$ cat config.mk
export PLATFORM = sky130hd
export DESIGN_NAME = h_loader_top
export DESIGN_NICKNAME = d
export VERILOG_FILES = /design/src/source/h_load_pkg.sv /design/src/source/h_addr_counter.sv /design/src/source/h_load_ctrl.sv /design/src/source/h_loader_top.sv /design/src/source/h_row_fifo.sv /design/src/source/h_row_offset.sv
export VERILOG_INCLUDE_DIRS = /design/src /design/src/include
export SDC_FILE = /design/constraint.sdc
export NUM_CORES = 1
export LEC_CHECK = 0
export BUFFER_PORTS_ARGS = -buffer_cell sky130_fd_sc_hd__buf_2
export CORE_ASPECT_RATIO = 1.2
export CORE_MARGIN = 2
export CORE_UTILIZATION = 53
export CTS_BUF_LIST = sky130_fd_sc_hd__clkbuf_8
export DETAILED_ROUTE_END_ITERATION = 16
export PLACE_DENSITY_LB_ADDON = 0.05
export REMOVE_ABC_BUFFERS = 1
export SYNTH_ARGS = -nofsm -noshare
export SYNTH_HDL_FRONTEND = slang
export SYNTH_SLANG_ARGS = --single-unit
$ cat constraint.sdc
create_clock -name clk -period 3.1 [get_ports clk]
set_clock_uncertainty 0.05 [all_clocks]
set_input_delay 0 -clock clk [delete_from_list [all_inputs] [get_ports clk]]
set_output_delay 0 -clock clk [all_outputs]
set_load 0.03 [all_outputs]
$ cat src/include/h_load_cfg.svh
`ifndef H_LOAD_CFG_SVH
`define H_LOAD_CFG_SVH

// rows of H, one per graph node
`define H_NUM_ROWS 4

// feature columns per row
`define H_NUM_COLS 16

// width of one nonzero value
`define H_VALUE_W 8

// upper bound on nonzeros in one load
`define H_NNZ_MAX 16

// entries per row FIFO
`define H_FIFO_DEPTH 4

// RAM address width, covers length words plus entries
`define H_ADDR_W 6

`endif

$ cat src/source/h_load_pkg.sv
`default_nettype none

`include "h_load_cfg.svh"

package h_load_pkg;

  // feature column index
  typedef logic [$clog2(`H_NUM_COLS)-1:0] col_idx_t;

  // nonzero value, carried as raw bits
  typedef logic [`H_VALUE_W-1:0] value_t;

  // row length or offset, wide enough for H_NNZ_MAX itself
  typedef logic [$clog2(`H_NNZ_MAX+1)-1:0] row_len_t;

  // row number
  typedef logic [$clog2(`H_NUM_ROWS)-1:0] row_id_t;

  // one nonzero as stored in a row FIFO
  typedef struct packed {
    col_idx_t col_idx;
    value_t   value;
  } h_entry_t;

  // RAM word; a length word sits in the low bits
  typedef struct packed {
    h_entry_t entry;
  } h_bram_word_t;

  typedef enum logic [2:0] {
    IDLE,
    LEN_READ,
    LEN_DRAIN,
    ENT_READ,
    ENT_DRAIN,
    READY
  } h_load_state_t;

endpackage

`default_nettype wire

$ cat src/source/h_addr_counter.sv
`default_nettype none

`include "h_load_cfg.svh"

module h_addr_counter (
  input  wire logic                 clk,
  input  wire logic                 rst_n,
  input  wire logic                 clear_i,
  input  wire logic                 step_i,
  input  wire logic                 ent_phase_i,
  input  wire h_load_pkg::row_len_t total_nnz_i,
  output logic [`H_ADDR_W-1:0]      addr_o,
  output h_load_pkg::row_len_t      ent_idx_o,
  output logic                      len_last_o,
  output logic                      ent_last_o
);

  h_load_pkg::row_id_t  row_idx_q;
  h_load_pkg::row_len_t ent_idx_q;

  always_ff @(posedge clk) begin
    if (!rst_n || clear_i) begin
      row_idx_q <= '0;
      ent_idx_q <= '0;
    end else if (step_i) begin
      if (ent_phase_i) begin
        ent_idx_q <= ent_idx_q + 1'b1;
      end else begin
        row_idx_q <= row_idx_q + 1'b1;
      end
    end
  end

  // length words first, entries packed right behind them
  assign addr_o = ent_phase_i ? (`H_ADDR_W'(`H_NUM_ROWS) + `H_ADDR_W'(ent_idx_q))
                              : `H_ADDR_W'(row_idx_q);

  assign ent_idx_o = ent_idx_q;

  assign len_last_o = (row_idx_q == h_load_pkg::row_id_t'(`H_NUM_ROWS - 1));

  // only looked at when total is nonzero
  assign ent_last_o = (ent_idx_q == h_load_pkg::row_len_t'(total_nnz_i - 1'b1));

endmodule

`default_nettype wire

$ cat src/source/h_load_ctrl.sv
`default_nettype none

`include "h_load_cfg.svh"

module h_load_ctrl (
  input  wire logic                 clk,
  input  wire logic                 rst_n,
  input  wire logic                 start_i,
  input  wire logic                 len_last_i,
  input  wire logic                 ent_last_i,
  input  wire logic                 nnz_zero_i,
  input  wire h_load_pkg::row_id_t  next_row_i,
  input  wire h_load_pkg::row_len_t fifo_count_i [`H_NUM_ROWS],
  output logic                      cnt_clear_o,
  output logic                      cnt_step_o,
  output logic                      ent_phase_o,
  output logic                      len_valid_o,
  output logic                      fifo_clear_o,
  output logic [`H_NUM_ROWS-1:0]    fifo_push_o,
  output logic                      bram_en_o,
  output logic                      ready_o
);

  h_load_pkg::h_load_state_t state_q;
  h_load_pkg::h_load_state_t state_d;
  logic                      en_q;
  logic                      ent_q;
  h_load_pkg::row_id_t       pend_row_q;
  logic                      start_ok;
  logic                      pending;
  logic                      stall;

  // start only counts between loads
  assign start_ok = start_i &&
                    (state_q == h_load_pkg::IDLE || state_q == h_load_pkg::READY);

  // word returning this cycle headed for the same row
  assign pending = en_q && ent_q && (pend_row_q == next_row_i);
  assign stall = (fifo_count_i[next_row_i] + h_load_pkg::row_len_t'(pending))
                 >= `H_FIFO_DEPTH;

  assign ent_phase_o  = (state_q == h_load_pkg::ENT_READ);
  assign bram_en_o    = (state_q == h_load_pkg::LEN_READ) || (ent_phase_o && !stall);
  assign cnt_step_o   = bram_en_o;
  assign cnt_clear_o  = start_ok;
  assign fifo_clear_o = start_ok;
  assign len_valid_o  = en_q && !ent_q;
  assign ready_o      = (state_q == h_load_pkg::READY);

  always_comb begin
    for (int r = 0; r < `H_NUM_ROWS; r++) begin
      fifo_push_o[r] = en_q && ent_q && (pend_row_q == h_load_pkg::row_id_t'(r));
    end
  end

  always_comb begin
    state_d = state_q;
    case (state_q)
      h_load_pkg::IDLE,
      h_load_pkg::READY: if (start_ok) state_d = h_load_pkg::LEN_READ;
      h_load_pkg::LEN_READ: if (len_last_i) state_d = h_load_pkg::LEN_DRAIN;
      // last length word is summed this cycle
      h_load_pkg::LEN_DRAIN: begin
        state_d = nnz_zero_i ? h_load_pkg::READY : h_load_pkg::ENT_READ;
      end
      h_load_pkg::ENT_READ: if (!stall && ent_last_i) state_d = h_load_pkg::ENT_DRAIN;
      h_load_pkg::ENT_DRAIN: state_d = h_load_pkg::READY;
      default: state_d = h_load_pkg::IDLE;
    endcase
  end

  always_ff @(posedge clk) begin
    if (!rst_n) begin
      state_q <= h_load_pkg::IDLE;
      en_q    <= 1'b0;
      ent_q   <= 1'b0;
    end else begin
      state_q <= state_d;
      en_q    <= bram_en_o;
      ent_q   <= ent_phase_o;
    end
  end

  // row of the read in flight
  always_ff @(posedge clk) begin
    if (bram_en_o && ent_phase_o) begin
      pend_row_q <= next_row_i;
    end
  end

endmodule

`default_nettype wire

$ cat src/source/h_loader_top.sv
`default_nettype none

`include "h_load_cfg.svh"

module h_loader_top (
  input  wire logic                     clk,
  input  wire logic                     rst_n,
  input  wire logic                     start_i,
  input  wire h_load_pkg::h_bram_word_t h_bram_dout_i,
  output logic                          h_bram_en_o,
  output logic [`H_ADDR_W-1:0]          h_bram_addr_o,
  input  wire logic [`H_NUM_ROWS-1:0]   h_pop_i,
  output logic [`H_NUM_ROWS-1:0]        h_valid_o,
  output h_load_pkg::h_entry_t          h_data_o [`H_NUM_ROWS],
  output logic                          h_ready_o
);

  logic                         cnt_clear;
  logic                         cnt_step;
  logic                         ent_phase;
  logic                         len_valid;
  logic                         fifo_clear;
  logic [`H_NUM_ROWS-1:0]       fifo_push;
  logic                         len_last;
  logic                         ent_last;
  logic                         nnz_zero;
  h_load_pkg::row_len_t         ent_idx;
  h_load_pkg::row_len_t         total_nnz;
  h_load_pkg::row_id_t          issue_row;
  h_load_pkg::row_len_t         fifo_count [`H_NUM_ROWS];

  h_load_ctrl u_ctrl (
    .clk          (clk),
    .rst_n        (rst_n),
    .start_i      (start_i),
    .len_last_i   (len_last),
    .ent_last_i   (ent_last),
    .nnz_zero_i   (nnz_zero),
    .next_row_i   (issue_row),
    .fifo_count_i (fifo_count),
    .cnt_clear_o  (cnt_clear),
    .cnt_step_o   (cnt_step),
    .ent_phase_o  (ent_phase),
    .len_valid_o  (len_valid),
    .fifo_clear_o (fifo_clear),
    .fifo_push_o  (fifo_push),
    .bram_en_o    (h_bram_en_o),
    .ready_o      (h_ready_o)
  );

  h_addr_counter u_counter (
    .clk         (clk),
    .rst_n       (rst_n),
    .clear_i     (cnt_clear),
    .step_i      (cnt_step),
    .ent_phase_i (ent_phase),
    .total_nnz_i (total_nnz),
    .addr_o      (h_bram_addr_o),
    .ent_idx_o   (ent_idx),
    .len_last_o  (len_last),
    .ent_last_o  (ent_last)
  );

  // length word read from the low bits of the RAM word
  h_row_offset u_offset (
    .clk         (clk),
    .rst_n       (rst_n),
    .clear_i     (cnt_clear),
    .len_valid_i (len_valid),
    .len_i       (h_bram_dout_i[$bits(h_load_pkg::row_len_t)-1:0]),
    .issue_idx_i (ent_idx),
    .issue_row_o (issue_row),
    .total_nnz_o (total_nnz),
    .nnz_zero_o  (nnz_zero)
  );

  for (genvar gi = 0; gi < `H_NUM_ROWS; gi++) begin : g_row
    h_row_fifo u_fifo (
      .clk     (clk),
      .rst_n   (rst_n),
      .clear_i (fifo_clear),
      .push_i  (fifo_push[gi]),
      .pop_i   (h_pop_i[gi]),
      .data_i  (h_bram_dout_i.entry),
      .data_o  (h_data_o[gi]),
      .valid_o (h_valid_o[gi]),
      .count_o (fifo_count[gi])
    );
  end

endmodule

`default_nettype wire

$ cat src/source/h_row_fifo.sv
`default_nettype none

`include "h_load_cfg.svh"

module h_row_fifo (
  input  wire logic                 clk,
  input  wire logic                 rst_n,
  input  wire logic                 clear_i,
  input  wire logic                 push_i,
  input  wire logic                 pop_i,
  input  wire h_load_pkg::h_entry_t data_i,
  output h_load_pkg::h_entry_t      data_o,
  output logic                      valid_o,
  output h_load_pkg::row_len_t      count_o
);

  localparam int PTR_W = $clog2(`H_FIFO_DEPTH);

  h_load_pkg::h_entry_t mem [`H_FIFO_DEPTH];
  logic [PTR_W-1:0]     rd_ptr_q;
  logic [PTR_W-1:0]     wr_ptr_q;
  h_load_pkg::row_len_t count_q;
  logic                 do_pop;

  // pop on an empty FIFO is dropped
  assign do_pop = pop_i && (count_q != '0);

  always_ff @(posedge clk) begin
    if (!rst_n || clear_i) begin
      rd_ptr_q <= '0;
      wr_ptr_q <= '0;
      count_q  <= '0;
    end else begin
      if (push_i) begin
        wr_ptr_q <= (wr_ptr_q == PTR_W'(`H_FIFO_DEPTH - 1)) ? '0 : wr_ptr_q + 1'b1;
      end
      if (do_pop) begin
        rd_ptr_q <= (rd_ptr_q == PTR_W'(`H_FIFO_DEPTH - 1)) ? '0 : rd_ptr_q + 1'b1;
      end
      count_q <= count_q + h_load_pkg::row_len_t'(push_i)
                         - h_load_pkg::row_len_t'(do_pop);
    end
  end

  always_ff @(posedge clk) begin
    if (push_i) begin
      mem[wr_ptr_q] <= data_i;
    end
  end

  // head shows without a read cycle
  assign data_o  = mem[rd_ptr_q];
  assign valid_o = (count_q != '0);
  assign count_o = count_q;

endmodule

`default_nettype wire

$ cat src/source/h_row_offset.sv
`default_nettype none

`include "h_load_cfg.svh"

module h_row_offset (
  input  wire logic                 clk,
  input  wire logic                 rst_n,
  input  wire logic                 clear_i,
  input  wire logic                 len_valid_i,
  input  wire h_load_pkg::row_len_t len_i,
  input  wire h_load_pkg::row_len_t issue_idx_i,
  output h_load_pkg::row_id_t       issue_row_o,
  output h_load_pkg::row_len_t      total_nnz_o,
  output logic                      nnz_zero_o
);

  h_load_pkg::row_len_t end_off_q [`H_NUM_ROWS];
  h_load_pkg::row_len_t sum_q;
  h_load_pkg::row_len_t sum_d;
  h_load_pkg::row_id_t  len_idx_q;

  assign sum_d = sum_q + (len_valid_i ? len_i : '0);

  always_ff @(posedge clk) begin
    if (!rst_n || clear_i) begin
      sum_q     <= '0;
      len_idx_q <= '0;
    end else if (len_valid_i) begin
      sum_q     <= sum_d;
      len_idx_q <= len_idx_q + 1'b1;
    end
  end

  // end offset of each row, rewritten every load
  always_ff @(posedge clk) begin
    if (len_valid_i) begin
      end_off_q[len_idx_q] <= sum_d;
    end
  end

  assign total_nnz_o = sum_q;

  // includes the word arriving now, so valid in the drain cycle
  assign nnz_zero_o = (sum_d == '0);

  // first row whose end offset is past the index
  always_comb begin
    issue_row_o = h_load_pkg::row_id_t'(`H_NUM_ROWS - 1);
    for (int r = `H_NUM_ROWS - 1; r >= 0; r--) begin
      if (end_off_q[r] > issue_idx_i) begin
        issue_row_o = h_load_pkg::row_id_t'(r);
      end
    end
  end

endmodule

`default_nettype wire

==> results_dict.tcl <==
set metrics [dict create \
    hpwl_microns 16400 \
    crit_start "u_offset.end_off_q[1][4]" \
    grt_max_degree 33 \
    start_util_pct 54.1 \
    grt-ovfl-total 0 \
    synthAdderAreaFrac_pct 8.49 \
    rsz0062_at_grt "yes" \
    postSynthAreaPerCell_sq_um 15.0 \
    core-area_sq_um 21800 \
    layout_commonest_cell "edfxtp_1" \
    viasPerCell 5.38 \
    rows 59 \
    dp_worst_setup_slack_ps -432 \
    critical_path_class "reg2out" \
    placed_area_sq_um 12700 \
    synthXorXnorAreaFrac_pct 2.01 \
    synth-edff-count 209 \
    min_period_ps 3610 \
    die-area_sq_um 23500 \
    finalSetupViolCount 12 \
    holdWs_ps 269 \
    async_flop_share_pct 0 \
    critical_path_arrival_ps 3560 \
    clock-sinks 272 \
    regArea_sq_um 7540 \
    yosysSeqAreaShare_pct 63.9 \
    r2r_end "u_counter.ent_idx_o[4]" \
    finalWirelength_microns 24300 \
    hp-start "rst_n" \
    final_cell_mix "209 x edfxtp_1, 77 x buf_2, 72 x inv_1" \
    synthCells 788 \
    ys.flop_type "edfxtp_1" \
    period_share_pct 117 \
    cts_root_buffer "clkbuf_8" \
    wl_per_cell_microns 19.1 \
    reg2reg_slack_ps -490 \
    layout.nets 1058 \
    drive_above_1_share_pct 30.3 \
    power.density_nw_per_um2 684 \
    syn_area_sq_um 11800 \
    cts_tree "yes" \
    antenna_cells 0 \
    worst_setup_path_start_kind "register" \
    synth_cell_types 57 \
    layout_setup_ws_ps -515 \
    max_freq_mhz 277 \
    r2r_cells 18 \
    hold_viol 0 \
    die_w_microns 140 \
    yosys_warnings 0 \
    synth_compound_area_share_pct 5.03 \
    gp_congestion 0.822 \
    grt_pass1_wl_microns 38400 \
    drt_iter0_markers 319 \
    min_delay_worst_endpoint "u_ctrl.state_q[0]" \
    final_cell_area_sq_um 14200 \
    cap_violations 0 \
    violations "DRC, setup timing" \
    tns_ps -4640 \
    worst_pin_slew_ps 893 \
    port_buffers 78 \
    ioPinCount 79 \
    reg2reg_from "u_offset.end_off_q[1][4]" \
    status "complete, but fails checks" \
    area_delta_synth_final_pct 20.3 \
    n_fill_cell 1602 \
    clock_path_buffers 3 \
    required_ps 3050 \
    first_global_vias 7255 \
    htreeDepth 2 \
    slew_headroom_pct 40.4 \
    drc 5 \
    vias 6838 \
    vdd_ir_drop_max_mv 0.454 \
    hold_depth 3 \
    firstDrtPassIters 10 \
    report.final.slew_viol_count 0 \
    hold_path.class "in2reg" \
    multi_input_area_sq_um 4120 \
    ant_nets 0 \
    cts_inserted_buffers 44 \
    synth_top_family_by_area "multiplexers" \
    fp.dieH_microns 167 \
    antenna_found_initial 0 \
    synth_simple_gate_area_share_pct 7.52 \
    leakage_nw 5.31 \
    path_clk_slew_ps 60 \
    grt_use_total_pct 21.3 \
    cp_max_fo 3 \
    clk_latency_ps 560 \
    ys_ff_latch 272 \
    endpoint_kind "output pin" \
    muxShareOfSynthArea_pct 10.1 \
]
==> critical path, stage by stage (launching register included) <==
cell      delay (ps)
edfxtp_1         430
ha_4             290
nand4_1          120
or2_1            250
and2_4           190
nor2_4           100
nor2_4            50
xor2_2           150
nor3_2           200
ha_2             240
ha_4             130
inv_2             30
or3_4            330
o21ai_4          150
nand2_2           80
a21oi_2          150
buf_6            140
==> cells by family after synthesis <==
kind of cell               count (synthesis)
muxes                                     58
DFF                                      272
AOI/OAI and AO/OA                         88
and+or+nand+nor                          179
xor gates and xnor gates                  27
buffers and inverters                     87
adders and majority gates                 77
==> per-layer routing <==
layer	wire, microns	GRT usage, %	part of all wire [%]	vias up
met5	0	0	0	-
met4	775	8.04	3.2	0
met3	1220	4.09	5.0	43
met2	12500	37.8	51	168
met1	9820	26.0	40	3348
li1	-	-	-	3279
==> metrics by stage <==
| stage | utilization [%] | cells | total power, mW |
|---|---|---|---|
| floorplan | - | 769 | 5.79 |
| global placement | 58.5 | 1159 | 6.29 |
| detailed placement | 58.5 | 1159 | 6.37 |
| CTS | 64.5 | 1267 | 9.71 |
| global route | 65.1 | 1270 | 10.2 |
| finish | 65.1 | 1270 | 9.70 |
==> state kept, by name, indices dropped and copies added, names as in the netlist, 3 cells and up, named ones only <==
name / count
u_offset.end_off_q: 15
g_row.u_fifo.mem: 192
g_row.u_fifo.count_o: 20
g_row.u_fifo.rd_ptr_q: 8
u_ctrl.state_q: 3
g_row.u_fifo.wr_ptr_q: 8
u_offset.total_nnz_o: 5
u_counter.ent_idx_o: 5
==> synthesized netlist by cell type, types with 9 or more instances <==
library cell    n  area (sq um)
dfxtp_1        63          1260
nor3_1         14          70.1
nor2_1         55           206
nand2_1        44           165
edfxtp_1      209          6280
clkbuf_1       11          41.3
o21ai_0         9          45.0
xnor2_1        16           140
ha_1           72           901
a21oi_1        47           235
xor2_1         11          96.3
inv_1          68           255
mux4_2         48          1080
and2_1         22           138
==> cell type report <==
class | instances | share of cell area (%)
inverters | 68 | 1.80
repair buffers | 147 | 6.96
flip-flops and latches | 272 | 53.2
multi-input cells | 429 | 29.1
clock buffers | 50 | 4.85
well taps | 274 | 2.42
clock inverters | 30 | 1.71
==> what timing repair did <==
action	in CTS	in global routing
endpoints found under the hold margin	248	0
pin swaps	14	13
hold buffers	18	0
setup buffers	10	4
gates resized for setup	24	26
setup endpoints to repair	12	15
==> worst max-delay path by stage <==
stage                                  end  slack, ps
floorplan           u_counter.ent_idx_o[4]       -550
global placement    u_counter.ent_idx_o[4]       -320
detailed placement  u_counter.ent_idx_o[4]       -430
CTS                            h_bram_en_o       -550
global route                   h_bram_en_o       -690
finish                         h_bram_en_o       -510
==> power by group <==
part	switching, mW	internal [mW]
Clock	1.42	1.83
Combinational	1.19	1.01
Sequential	0.209	4.05
Total	2.81	6.89
No activity file was read; power rests on OpenSTA's default activity.
